<file path="config.mk">
export PLATFORM = sky130hd
export DESIGN_NAME = shift_unit
export DESIGN_NICKNAME = d
export VERILOG_FILES = /design/src/rtl/rvv_arch_pkg.sv /design/src/rtl/shift_unit_pkg.sv /design/src/rtl/shift_unit.sv /design/src/rtl/shift_result.sv /design/src/rtl/shift_execute.sv /design/src/rtl/shift_decode.sv
export SDC_FILE = /design/constraint.sdc
export NUM_CORES = 2
export LEC_CHECK = 0
export ABC_AREA = 1
export BUFFER_PORTS_ARGS = -buffer_cell sky130_fd_sc_hd__buf_2
export CORE_ASPECT_RATIO = 0.75
export CORE_MARGIN = 2
export CORE_UTILIZATION = 35
export CTS_CLUSTER_SIZE = 30
export DETAILED_ROUTE_END_ITERATION = 6
export PLACE_DENSITY = 0.64
export SETUP_SLACK_MARGIN = 0.3
export SLEW_MARGIN = 20
export SYNTH_ARGS = -nofsm -noshare
export SYNTH_HDL_FRONTEND = slang
export SYNTH_SLANG_ARGS = --single-unit
</file>
<file path="constraint.sdc">
create_clock -name clk -period 13.72 [get_ports clk]
set_input_delay 4.116 -clock clk [delete_from_list [all_inputs] [get_ports clk]]
set_output_delay 4.116 -clock clk [all_outputs]
set_load 0.1 [all_outputs]
</file>
<file path="src/rtl/rvv_arch_pkg.sv">
`default_nettype none

package rvv_arch_pkg;

  // vector and scalar register widths
  localparam int VLEN            = 128;
  localparam int VLENB           = VLEN / 8;
  localparam int XLEN            = 32;
  localparam int ROB_DEPTH_WIDTH = 4;

  // element container widths
  localparam int BYTE_WIDTH  = 8;
  localparam int HWORD_WIDTH = 16;
  localparam int WORD_WIDTH  = 32;

  typedef enum logic [1:0] {
    EEW8  = 2'd0,
    EEW16 = 2'd1,
    EEW32 = 2'd2
  } eew_e;

  // fixed-point rounding modes, vxrm encoding
  typedef enum logic [1:0] {
    RNU = 2'd0,
    RNE = 2'd1,
    RDN = 2'd2,
    ROD = 2'd3
  } vxrm_e;

  typedef enum logic [2:0] {
    OPIVV = 3'b000,
    OPIVI = 3'b011,
    OPIVX = 3'b100
  } funct3_e;

  // integer arithmetic funct6, shift subset only
  typedef enum logic [5:0] {
    VSLL  = 6'b100101,
    VSRL  = 6'b101000,
    VSRA  = 6'b101001,
    VSSRL = 6'b101010,
    VSSRA = 6'b101011
  } funct6_e;

endpackage

`default_nettype wire
</file>
<file path="src/rtl/shift_unit_pkg.sv">
`default_nettype none

package shift_unit_pkg;

  import rvv_arch_pkg::*;

  // widest element is 32 bits, so 5 amount bits
  localparam int SHAMT_WIDTH = 5;

  typedef enum logic [1:0] {
    SHIFT_SLL = 2'd0,
    SHIFT_SRL = 2'd1,
    SHIFT_SRA = 2'd2
  } shift_op_e;

  // micro-op from the ALU reservation station
  typedef struct packed {
    logic [ROB_DEPTH_WIDTH-1:0] rob_entry;
    funct6_e                    funct6;
    funct3_e                    funct3;
    vxrm_e                      vxrm;
    logic [VLEN-1:0]            vs1_data;
    logic                       vs1_data_valid;
    logic [VLEN-1:0]            vs2_data;
    logic                       vs2_data_valid;
    eew_e                       vs2_eew;
    logic [XLEN-1:0]            rs1_data;
    logic                       rs1_data_valid;
  } alu_uop_t;

  // amount sits in the lowest byte lane of each element
  typedef struct packed {
    logic [ROB_DEPTH_WIDTH-1:0]             rob_entry;
    shift_op_e                              opcode;
    logic                                   scaling;
    eew_e                                   eew;
    vxrm_e                                  vxrm;
    logic [VLEN-1:0]                        src2;
    logic [VLENB-1:0][SHAMT_WIDTH-1:0]      amount;
  } shift_dec_t;

  typedef struct packed {
    logic [ROB_DEPTH_WIDTH-1:0] rob_entry;
    eew_e                       eew;
    logic [VLEN-1:0]            product;
    logic [VLENB-1:0]           increment;
  } shift_exe_t;

  typedef struct packed {
    logic [ROB_DEPTH_WIDTH-1:0] rob_entry;
    logic [VLEN-1:0]            w_data;
  } shift_result_t;

endpackage

`default_nettype wire

</file>
<file path="src/rtl/shift_unit.sv">
`timescale 1ns/100ps
`default_nettype none

module shift_unit (
  input  logic                          clk,
  input  logic                          rst,
  input  logic                          uop_valid,
  input  shift_unit_pkg::alu_uop_t      uop,
  output logic                          result_valid,
  output shift_unit_pkg::shift_result_t result
);

  logic                       dec_valid;
  shift_unit_pkg::shift_dec_t dec;
  logic                       exe_valid;
  shift_unit_pkg::shift_exe_t exe;

  // decode, shift, round; one register each
  shift_decode shift_decode_i (
    .clk       (clk),
    .rst       (rst),
    .uop_valid (uop_valid),
    .uop       (uop),
    .dec_valid (dec_valid),
    .dec       (dec)
  );

  shift_execute shift_execute_i (
    .clk       (clk),
    .rst       (rst),
    .dec_valid (dec_valid),
    .dec       (dec),
    .exe_valid (exe_valid),
    .exe       (exe)
  );

  shift_result shift_result_i (
    .clk          (clk),
    .rst          (rst),
    .exe_valid    (exe_valid),
    .exe          (exe),
    .result_valid (result_valid),
    .result       (result)
  );

endmodule

`default_nettype wire

</file>
<file path="src/rtl/shift_result.sv">
`timescale 1ns/100ps
`default_nettype none

module shift_result (
  input  logic                          clk,
  input  logic                          rst,
  input  logic                          exe_valid,
  input  shift_unit_pkg::shift_exe_t    exe,
  output logic                          result_valid,
  output shift_unit_pkg::shift_result_t result
);

  import rvv_arch_pkg::*;

  logic [VLEN-1:0] w_data_d;

  // rounding add, carry dropped at the element boundary
  always_comb begin
    w_data_d = '0;
    for (int e = 0; e < VLENB; e++) begin
      case (exe.eew)
        EEW8: begin
          w_data_d[e*BYTE_WIDTH +: BYTE_WIDTH] = exe.product[e*BYTE_WIDTH +: BYTE_WIDTH] +
                                                 BYTE_WIDTH'(exe.increment[e]);
        end
        EEW16: if (e % 2 == 0) begin
          w_data_d[e*BYTE_WIDTH +: HWORD_WIDTH] = exe.product[e*BYTE_WIDTH +: HWORD_WIDTH] +
                                                  HWORD_WIDTH'(exe.increment[e]);
        end
        EEW32: if (e % 4 == 0) begin
          w_data_d[e*BYTE_WIDTH +: WORD_WIDTH] = exe.product[e*BYTE_WIDTH +: WORD_WIDTH] +
                                                 WORD_WIDTH'(exe.increment[e]);
        end
        default: ;
      endcase
    end
  end

  always_ff @(posedge clk) begin
    if (rst) begin
      result_valid <= 1'b0;
    end else begin
      result_valid <= exe_valid;
    end
  end

  always_ff @(posedge clk) begin
    if (exe_valid) begin
      result.rob_entry <= exe.rob_entry;
      result.w_data    <= w_data_d;
    end
  end

  // back-to-back results only from back-to-back execute strobes
  assert property (@(posedge clk) disable iff (rst)
    (result_valid && $past(result_valid)) |-> ($past(exe_valid, 1) && $past(exe_valid, 2)));

endmodule

`default_nettype wire

</file>
<file path="src/rtl/shift_execute.sv">
`timescale 1ns/100ps
`default_nettype none

module shift_execute (
  input  logic                        clk,
  input  logic                        rst,
  input  logic                        dec_valid,
  input  shift_unit_pkg::shift_dec_t  dec,
  output logic                        exe_valid,
  output shift_unit_pkg::shift_exe_t  exe
);

  import rvv_arch_pkg::*;
  import shift_unit_pkg::*;

  logic [VLENB-1:0][2*WORD_WIDTH-1:0]   sh8;
  logic [VLENB/2-1:0][2*WORD_WIDTH-1:0] sh16;
  logic [VLENB/4-1:0][2*WORD_WIDTH-1:0] sh32;
  shift_exe_t                           exe_d;

  // returns {shifted, shifted-out}; shifted-out bits are left aligned
  function automatic logic [2*WORD_WIDTH-1:0] f_shift(shift_op_e op, eew_e eew,
                                                     logic [WORD_WIDTH-1:0] x,
                                                     logic [SHAMT_WIDTH-1:0] n);
    logic                         fill;
    logic [WORD_WIDTH-1:0]        ext;
    logic signed [2*WORD_WIDTH:0] src;
    logic signed [2*WORD_WIDTH:0] res;
    case (eew)
      EEW8:    fill = x[BYTE_WIDTH-1];
      EEW16:   fill = x[HWORD_WIDTH-1];
      default: fill = x[WORD_WIDTH-1];
    endcase
    fill = fill & (op == SHIFT_SRA);
    case (eew)
      EEW8:    ext = {{(WORD_WIDTH-BYTE_WIDTH){fill}}, x[BYTE_WIDTH-1:0]};
      EEW16:   ext = {{(WORD_WIDTH-HWORD_WIDTH){fill}}, x[HWORD_WIDTH-1:0]};
      default: ext = x;
    endcase
    src = {fill, ext, {WORD_WIDTH{1'b0}}};
    if (op == SHIFT_SLL) res = src << n;
    else res = src >>> n;
    return res[2*WORD_WIDTH-1:0];
  endfunction

  // n == 0 leaves out all zero, so every mode gives 0
  function automatic logic f_round(vxrm_e mode, logic q_lsb, logic [WORD_WIDTH-1:0] out);
    case (mode)
      RNU:     return out[WORD_WIDTH-1];
      RNE:     return out[WORD_WIDTH-1] & ((out[WORD_WIDTH-2:0] != '0) | q_lsb);
      ROD:     return !q_lsb & (out != '0);
      default: return 1'b0;
    endcase
  endfunction

  always_comb begin
    for (int e = 0; e < VLENB; e++)
      sh8[e] = f_shift(dec.opcode, EEW8, WORD_WIDTH'(dec.src2[e*BYTE_WIDTH +: BYTE_WIDTH]),
                       dec.amount[e]);
    for (int e = 0; e < VLENB/2; e++)
      sh16[e] = f_shift(dec.opcode, EEW16, WORD_WIDTH'(dec.src2[e*HWORD_WIDTH +: HWORD_WIDTH]),
                        dec.amount[2*e]);
    for (int e = 0; e < VLENB/4; e++)
      sh32[e] = f_shift(dec.opcode, EEW32, dec.src2[e*WORD_WIDTH +: WORD_WIDTH],
                        dec.amount[4*e]);
  end

  // width select, increment in the element's lowest lane
  always_comb begin
    exe_d.rob_entry = dec.rob_entry;
    exe_d.eew       = dec.eew;
    exe_d.product   = '0;
    exe_d.increment = '0;
    for (int e = 0; e < VLENB; e++) begin
      case (dec.eew)
        EEW8: begin
          exe_d.product[e*BYTE_WIDTH +: BYTE_WIDTH] = sh8[e][WORD_WIDTH +: BYTE_WIDTH];
          exe_d.increment[e] = f_round(dec.vxrm, sh8[e][WORD_WIDTH], sh8[e][WORD_WIDTH-1:0]);
        end
        EEW16: if (e % 2 == 0) begin
          exe_d.product[e*BYTE_WIDTH +: HWORD_WIDTH] = sh16[e/2][WORD_WIDTH +: HWORD_WIDTH];
          exe_d.increment[e] = f_round(dec.vxrm, sh16[e/2][WORD_WIDTH],
                                       sh16[e/2][WORD_WIDTH-1:0]);
        end
        EEW32: if (e % 4 == 0) begin
          exe_d.product[e*BYTE_WIDTH +: WORD_WIDTH] = sh32[e/4][WORD_WIDTH +: WORD_WIDTH];
          exe_d.increment[e] = f_round(dec.vxrm, sh32[e/4][WORD_WIDTH],
                                       sh32[e/4][WORD_WIDTH-1:0]);
        end
        default: ;
      endcase
    end
    if (!dec.scaling) exe_d.increment = '0;
  end

  always_ff @(posedge clk) begin
    if (rst) begin
      exe_valid <= 1'b0;
    end else begin
      exe_valid <= dec_valid;
    end
  end

  always_ff @(posedge clk) begin
    if (dec_valid) begin
      exe <= exe_d;
    end
  end

  // plain shifts never round
  assert property (@(posedge clk) disable iff (rst)
    (dec_valid && !dec.scaling) |=> (exe.increment == '0));

endmodule

`default_nettype wire

</file>
<file path="src/rtl/shift_decode.sv">
`timescale 1ns/100ps
`default_nettype none

module shift_decode (
  input  logic                      clk,
  input  logic                      rst,
  input  logic                      uop_valid,
  input  shift_unit_pkg::alu_uop_t  uop,
  output logic                      dec_valid,
  output shift_unit_pkg::shift_dec_t dec
);

  import rvv_arch_pkg::*;
  import shift_unit_pkg::*;

  logic       f6_ok;
  logic       f3_ok;
  logic       amt_src_valid;
  logic       accept;
  shift_dec_t dec_d;

  // funct6 to shift kind
  always_comb begin
    f6_ok         = 1'b0;
    dec_d.opcode  = SHIFT_SLL;
    dec_d.scaling = 1'b0;
    case (uop.funct6)
      VSLL: begin
        f6_ok = 1'b1;
      end
      VSRL: begin
        f6_ok        = 1'b1;
        dec_d.opcode = SHIFT_SRL;
      end
      VSRA: begin
        f6_ok        = 1'b1;
        dec_d.opcode = SHIFT_SRA;
      end
      VSSRL: begin
        f6_ok         = 1'b1;
        dec_d.opcode  = SHIFT_SRL;
        dec_d.scaling = 1'b1;
      end
      VSSRA: begin
        f6_ok         = 1'b1;
        dec_d.opcode  = SHIFT_SRA;
        dec_d.scaling = 1'b1;
      end
      default: ;
    endcase
  end

  always_comb begin
    f3_ok         = 1'b0;
    amt_src_valid = 1'b0;
    case (uop.funct3)
      OPIVV: begin
        f3_ok         = 1'b1;
        amt_src_valid = uop.vs1_data_valid;
      end
      OPIVI, OPIVX: begin
        f3_ok         = 1'b1;
        amt_src_valid = uop.rs1_data_valid;
      end
      default: ;
    endcase
  end

  assign accept = uop_valid & f6_ok & f3_ok & amt_src_valid & uop.vs2_data_valid;

  // amount bits always live in the element's low byte
  always_comb begin
    logic [BYTE_WIDTH-1:0] amt_byte;
    dec_d.rob_entry = uop.rob_entry;
    dec_d.eew       = uop.vs2_eew;
    dec_d.vxrm      = uop.vxrm;
    dec_d.src2      = uop.vs2_data;
    for (int b = 0; b < VLENB; b++) begin
      amt_byte = (uop.funct3 == OPIVV) ? uop.vs1_data[b*BYTE_WIDTH +: BYTE_WIDTH]
                                       : uop.rs1_data[BYTE_WIDTH-1:0];
      dec_d.amount[b] = '0;
      case (uop.vs2_eew)
        EEW8:  dec_d.amount[b] = SHAMT_WIDTH'(amt_byte[2:0]);
        EEW16: if (b % 2 == 0) dec_d.amount[b] = SHAMT_WIDTH'(amt_byte[3:0]);
        EEW32: if (b % 4 == 0) dec_d.amount[b] = amt_byte[SHAMT_WIDTH-1:0];
        default: ;
      endcase
    end
  end

  always_ff @(posedge clk) begin
    if (rst) begin
      dec_valid <= 1'b0;
    end else begin
      dec_valid <= accept;
    end
  end

  always_ff @(posedge clk) begin
    if (accept) begin
      dec <= dec_d;
    end
  end

  // issue side must never send a shift without its vector source
  assert property (@(posedge clk) disable iff (rst)
    (uop_valid && f6_ok) |-> uop.vs2_data_valid);

endmodule

`default_nettype wire

</file>
**After elaboration in Yosys (flattened, before gate mapping)**

Cells that the tools add are included.

- Register bits after elaboration: 504
- Latch bits: 0
- Bits in writable memories: 0
- Memory bits (read-only): 0
- Input port bits: 311
- Output and inout bits: 133
- Logic and storage cells: 490
- Memories kept: 0

- Add/subtract/negate cells: 28
- Multipliers: 0
- Divide/modulo/power cells: 0
- Magnitude comparators: 0
- Eq/ne operators: 16
- Shift operators: 56
- Multiplexer cells: 149
- Bitwise gates (word level): 104
- Reduce and logical (&&, ||, !) cells: 97

Operators by type and width:

| cell | number |
|---|---|
| left shift 65 x 5 -> 40 bit | 16 |
| nonzero test 32 bit | 28 |
| nonzero test 31 bit | 28 |
| >>> shifter 41 x 5 -> 40 bit | 16 |
| 2-to-1 mux 40 bit | 16 |
| left shift 65 x 5 -> 48 bit | 8 |
| >>> shifter 49 x 5 -> 48 bit | 8 |
| 2-to-1 mux 48 bit | 8 |
| left shift 65 x 5 -> 64 bit | 4 |
| >>> shifter 65 x 5 -> 64 bit | 4 |
| 2-to-1 mux 64 bit | 4 |
| one-hot mux 8 bit (2 select lines) | 16 |
| 2-to-1 mux 8 bit | 24 |
| one-hot mux 8 bit (3 select lines) | 8 |
| adder 16 x 1 -> 16 bit | 8 |
| adder 32 x 1 -> 32 bit | 4 |
| adder 8 x 1 -> 8 bit | 16 |
| 2-to-1 mux 16 bit | 8 |
| one-hot mux 1 bit (3 select lines) | 32 |
| bitwise AND 1 bit | 76 |
| one-hot mux 5 bit (3 select lines) | 4 |
| one-hot mux 4 bit (2 select lines) | 4 |
| equality test 6 bit (second input constant) | 5 |
| zero test 1 bit | 28 |
| 17 further kinds | 77 |

**Longest topological paths before layout**

- Depth in word-level cells: 9
- Gate-level depth with buffers: 23

**Modules after synthesis**

Synthesis repeated with hierarchy kept, for this count alone.

- Cell total of the unflattened synthesis: 9801
- Area, all modules: 57533.9 sq um

Modules (own cells, without submodules):

| module | instances | cells each | area an instance (sq um) |
|---|---|---|---|
| shift_execute | 1 | 7793 | 39507.9 |
| shift_result | 1 | 1606 | 11123.2 |
| shift_decode | 1 | 402 | 6902.9 |

**Worst setup path before layout**

OpenSTA, ideal clock, no wires.

- Path type: input to register
- From: in uop[296] (netlist name)
- To: reg, netlist name shift_decode_i.dec[0]
- Library setup time: 0.762 ns
- Arrival time: 13.005 ns
- Slack: -0.047 ns
- Stages: 5
- Path buffers: 0
- Cells stage by stage: nor2_1 inv_1 nor2_1 a22oi_1 nor2_1

- Word-level cells in the longest chain between the ends: 6

RTL lines:

| what | RTL line | RTL |
|---|---|---|
| start, declared | shift_unit.sv:8 | `input shift_unit_pkg::alu_uop_t uop,` |
| equality test 3 x 2 -> 1 bit (tied with other cells) | shift_decode.sv:56 | `case (uop.funct3)` |
| OR reduction 3 bit (no line) | n/a |  |
| 2-to-1 mux 1 bit | shift_decode.sv:56 |  |
| bitwise AND 1 bit | shift_decode.sv:69 | `assign accept = uop_valid & f6_ok & f3_ok & amt_src_valid & uop.vs2_data_valid;` |
| bitwise AND 1 bit * (2 in a row) | shift_decode.sv:69 |  |
| net shift_decode_i.accept | shift_decode.sv:19 | `logic accept;` |

The timed path passes the listed nets; every way through them passes the cells marked *.
A chain may end at the register's enable or synchronous reset.

**Final worst setup path**

- From: in uop[296] (netlist name)
- To: reg, netlist name shift_decode_i.dec[135]

- Word-level cells in the longest chain between the ends: 6

RTL lines:

| what | RTL line |
|---|---|
| equality test 3 x 2 -> 1 bit (tied with other cells) | shift_decode.sv:56 |
| OR reduction 3 bit (no line) | n/a |
| 2-to-1 mux 1 bit | shift_decode.sv:56 |
| bitwise AND 1 bit | shift_decode.sv:69 |
| bitwise AND 1 bit * (2 in a row) | shift_decode.sv:69 |
| net shift_decode_i.accept | shift_decode.sv:19 |

Marked as above.

==> tab_implementation.tex <==
\begin{tabular}{lr}
\hline
Metric & Value \\
\hline
\multicolumn{2}{l}{\textbf{Outcome}} \\
\quad Status & complete, but fails checks \\
\quad Failing checks & design-rule violations \\
\multicolumn{2}{l}{\textbf{Die}} \\
\quad Top Ports & 444 \\
\quad Cell Rows & about 120 \\
\quad Die Height & between 300 and 400 um \\
\quad Core Footprint & approximately 150000 um2 \\
\quad Starting utilization of the core area & 35.2\% \\
\quad Width of the chip & approximately 460 um \\
\quad Area of the die & 156000 um2 \\
\multicolumn{2}{l}{\textbf{Power}} \\
\quad Leakage component of the power & 26.1 nW \\
\quad Psw & 0.000860 W \\
\quad Total power density per cell area & between 50 and 60 nW/um2 \\
\quad Cell Int Power & 0.00260 W \\
\quad Register share of total power & 47.0\% \\
\quad Switching Fraction & 24.9\% \\
\quad Relative contribution of the clock network to total power & 47.0\% \\
\quad Part of the total power dissipated in combinational logic & $\sim$6.0\% \\
\quad Peak supply drop & 0.0938 mV \\
\multicolumn{2}{l}{\textbf{Clocking}} \\
\quad Number of buffers created by CTS & 57 \\
\quad Clock insertion delay at the later pin of the skew report & about 0.73 ns \\
\quad Max Buffers Root-to-Sink & 3 \\
\quad Setup Buffers After CTS & 0 \\
\quad TritonCTS clock tree & yes \\
\quad Clock H-tree levels & 2 \\
\quad CTS clk-pin slew, worst paths & 0.06 ns \\
\quad Hold-fix buffers, CTS & 0 \\
\quad Number of cells upsized or downsized after cts & 0 \\
\quad Clock Root Buffer & sky130\_fd\_sc\_hd\_\_clkbuf\_16 \\
\quad CTS sink cnt & about 480 \\
\multicolumn{2}{l}{\textbf{Finish}} \\
\quad Net total in the final layout & 9165 \\
\quad Final design instance area without fill & 58000 um2 \\
\quad Layout Cells excl Fill & approximately 11000 \\
\quad Layout cell share with drive strength beyond 1 & 7.52\% \\
\quad Filler cell count & 16758 \\
\quad Final standard cell utilization of the core & 38.2\% \\
\quad Area delta synth->final & 8.54\% \\
\multicolumn{2}{l}{\textbf{Critical path}} \\
\quad Sort of element at the start of the critical path & input port \\
\quad Series of cell instances along the critical path & buf\_2, nor2\_1, inv\_1, nor2\_2, a22oi\_1, nor2\_4, buf\_4, buf\_4 \\
\quad CP Capture Type & flip-flop \\
\quad Crit path max-delay family & buffers and inverters \\
\quad R2R setup slack & 8.35 ns \\
\quad Worst EP arrival & 7.12 ns \\
\quad R2R Path Start & shift\_execute\_i.exe[144] \\
\quad Critical path data required time & 14.02 ns \\
\quad Path depth of the worst reg2reg path & 7 \\
\quad Slowest stage cell on the critical path & sky130\_fd\_sc\_hd\_\_nor2\_2 \\
\quad WS Path Type & input port to flip-flop \\
\quad Cell repeated most along the worst path & sky130\_fd\_sc\_hd\_\_buf\_4 \\
\quad Reg-to-Reg End & shift\_result\_i.result[34] \\
\quad Crit path largest cell delay & 0.78 ns \\
\quad Largest fanout of any net on the critical path & 61 \\
\quad CP Buf/Inv Count & 4 \\
\multicolumn{2}{l}{\textbf{Yosys}} \\
\quad Cell types occupying the most area after synthesis & sky130\_fd\_sc\_hd\_\_edfxtp\_1 27\%, sky130\_fd\_sc\_hd\_\_nand2\_1 20\%, sky130\_fd\_sc\_hd\_\_o21ai\_0 12\% \\
\quad Number of synthesized flops with an enable pin & 481 \\
\quad Top-area cell type share of the netlist area & a little over a quarter \\
\quad Biggest area consumer among synthesized cells & sky130\_fd\_sc\_hd\_\_edfxtp\_1 \\
\quad Count of unique library cells instantiated by Yosys & 70 \\
\quad Prevailing post-synth register cell & sky130\_fd\_sc\_hd\_\_edfxtp\_1 \\
\quad Synthesized net count & 9213 \\
\quad Synthesized netlist cell count & around 9000 \\
\quad FF+latch count, synth & approximately 480 \\
\quad Commonest cells in the netlist & 2831 x sky130\_fd\_sc\_hd\_\_nand2\_1, 1245 x sky130\_fd\_sc\_hd\_\_o21ai\_0, 827 x sky130\_fd\_sc\_hd\_\_nand3\_1 \\
\quad Synth warn & 0 \\
\quad Share of synthesized area occupied by flip-flops and latches & 27.2\% \\
\quad Per-instance average area after synthesis & 6.03 um2 \\
\quad Top-count cell post-synth & sky130\_fd\_sc\_hd\_\_nand2\_1 \\
\quad Share of flip-flops with an asynchronous set or reset after synthesis & 0\% \\
\quad Synthesized cell area & 53400 um2 \\
\multicolumn{2}{l}{\textbf{Detailed routing}} \\
\quad Remaining DRCs & 1 \\
\quad Via total after detailed routing & $\sim$65000 \\
\quad Post-detailed-route wirelength per cell & around 24 um \\
\quad Post-Route WL & $\sim$260000 um \\
\quad Detailed-router iteration count before antenna repair & 7 \\
\quad Via density per instance & a little under 6 \\
\quad First DRT Iteration DRCs & 9892 \\
\quad Remaining antenna violation count after routing & 0 \\
\multicolumn{2}{l}{\textbf{Placed design}} \\
\quad Cell area reported after detailed placement & 56000 um2 \\
\quad Half-perimeter wire length after detailed placement & 198000 um \\
\quad Placed Cells incl. Taps & 10771 \\
\quad Port bufs & 348 \\
\quad Global placer's final weighted congestion & $\sim$1.0 \\
\multicolumn{2}{l}{\textbf{Global route}} \\
\quad GRT busiest layer & met1 \\
\quad First-pass GRT wire length & 378000 um \\
\quad Met1 Resource Use GR & between 40 and 50\% \\
\quad Vias in the first global route & 57102 \\
\quad Pin count of the biggest net entering global routing & 113 \\
\quad GR Layer Usage met2 & 45.1\% \\
\quad Initial antenna violation count & 16 \\
\quad Met3 global-route usage & under 10\% \\
\quad Aggregate global routing overflow & 0 \\
\quad Overall global routing resource usage & 32.2\% \\
\multicolumn{2}{l}{\textbf{STA}} \\
\quad Worst clock skew & 0.0454 ns \\
\quad Final-report hold violation count & 0 \\
\quad Summed negative setup slack over all endpoints & 0 ns \\
\quad Number of setup violations in the final report & 0 \\
\quad Relative max-transition margin & 19.5\% \\
\quad Share of the cycle needed by the critical path after routing & 49.7\% \\
\quad Highest clock frequency the design can meet & 147 MHz \\
\quad Setup repair after global routing missed its margin & false \\
\quad Least-Margin Pin Slew & 1.21 ns \\
\quad Max-slew violation count & 0 \\
\quad Minimum clock period & 6.82 ns \\
\multicolumn{2}{l}{\textbf{Hold path}} \\
\quad Worst min-delay path startpoint & shift\_decode\_i.dec[215] \\
\quad WHS Path Cells & 0 \\
\quad Min-delay worst type & flip-flop to flip-flop \\
\quad Hold endpoint & shift\_execute\_i.exe[146] \\
\multicolumn{2}{l}{\textbf{Flow run}} \\
\quad Max capacitance violation total & 0 \\
\hline
\end{tabular}
-- area by class of cell --
cell class	instances	area, um2	area share, %
Clock buffer	64	1500	2.58
Inverter	671	2530	4.36
Timing Repair Buffer	449	2520	4.36
Tap cell	2016	2520	4.35
Clock inverter	42	434	0.749
Multi-Input combinational cell	7151	33900	58.5
Antenna cell	8	20.0	0.0345
Sequential cell	484	14500	25.0
-- per-layer routing --
metal	up-vias	share of wire [%]
met4	10	5.8
met1	29813	43
li1	30204	-
met3	529	11
met5	-	0.025
met2	4022	40
-- logic make-up (layout without fill, tap and decap cells) --
logic type,Yosys count,count (layout),share of synthesized area (%)
simple gates,4645,4645,35.9
mux,68,68,1.27
compound gates,2372,2372,24.8
xor+xnor,26,26,0.426
buf+inv,1227,1226,9.48
other cells,0,8,0
flops,484,484,27.2
fa+ha+maj,40,40,0.937
-- power groups by stage --
| stage | Combinational [W] | Clock (W) | Sequential [W] |
|---|---|---|---|
| after detailed placement | 0.000201 | 0 | 0.00166 |
| final | 0.000206 | 0.00163 | 0.00163 |
| after global routing | 0.000223 | 0.00172 | 0.00162 |
| after CTS | 0.000203 | 0.00167 | 0.00162 |
| after floorplan | 0.000102 | 0 | 0.00165 |
| after global placement | 0.000201 | 0 | 0.00166 |
-- flip-flops by register name, indices dropped and copies added, names as in the netlist --
signal / cells
shift_decode_i.dec_valid: 1
shift_execute_i.exe_valid: 1
shift_decode_i.dec: 199
shift_result_i.result_valid: 1
shift_result_i.result: 132
shift_execute_i.exe: 150
-- cell usage in the layout, fill, tap and decap left out, drive strengths merged, types with 19 or more instances in the layout --
cell,count
a211oi,23
a21boi,27
a21oi,542
a221oi,19
a31oi,96
a32o,20
and2,22
buf,449
clkbuf,64
clkinv,43
edfxtp,481
ha,40
inv,659
mux2i,68
nand2,2842
nand3,833
nand4,60
nor2,739
nor3,81
nor4,20
o2111ai,20
o211ai,99
o21a,39
o21ai,1301
o221ai,37
o22ai,46
o31ai,28
or2,34
-- worst max path at each step --
stage          slack, ns                      end  cells after the start     start
6_report            6.90  shift_decode_i.dec[135]                      8  uop[296]
3_5_place_dp        6.24  shift_decode_i.dec[128]                      8  uop[296]
4_1_cts             6.99  shift_decode_i.dec[129]                      8  uop[296]
2_1_floorplan       3.33    shift_decode_i.dec[0]                      5  uop[296]
5_1_grt             6.76  shift_decode_i.dec[128]                      8  uop[296]
3_3_place_gp        6.29  shift_decode_i.dec[128]                      8  uop[296]
-- metrics by stage --
stage	setup slack, ns	hold slack (ns)	total power, W
floorplan	3.33	0.400	0.00176
global placement	6.29	0.404	0.00186
detailed placement	6.24	0.411	0.00186
CTS	6.99	0.430	0.00349
global route	6.76	0.436	0.00357
finish	6.90	0.427	0.00346
(Power assumes the default switching activity.)
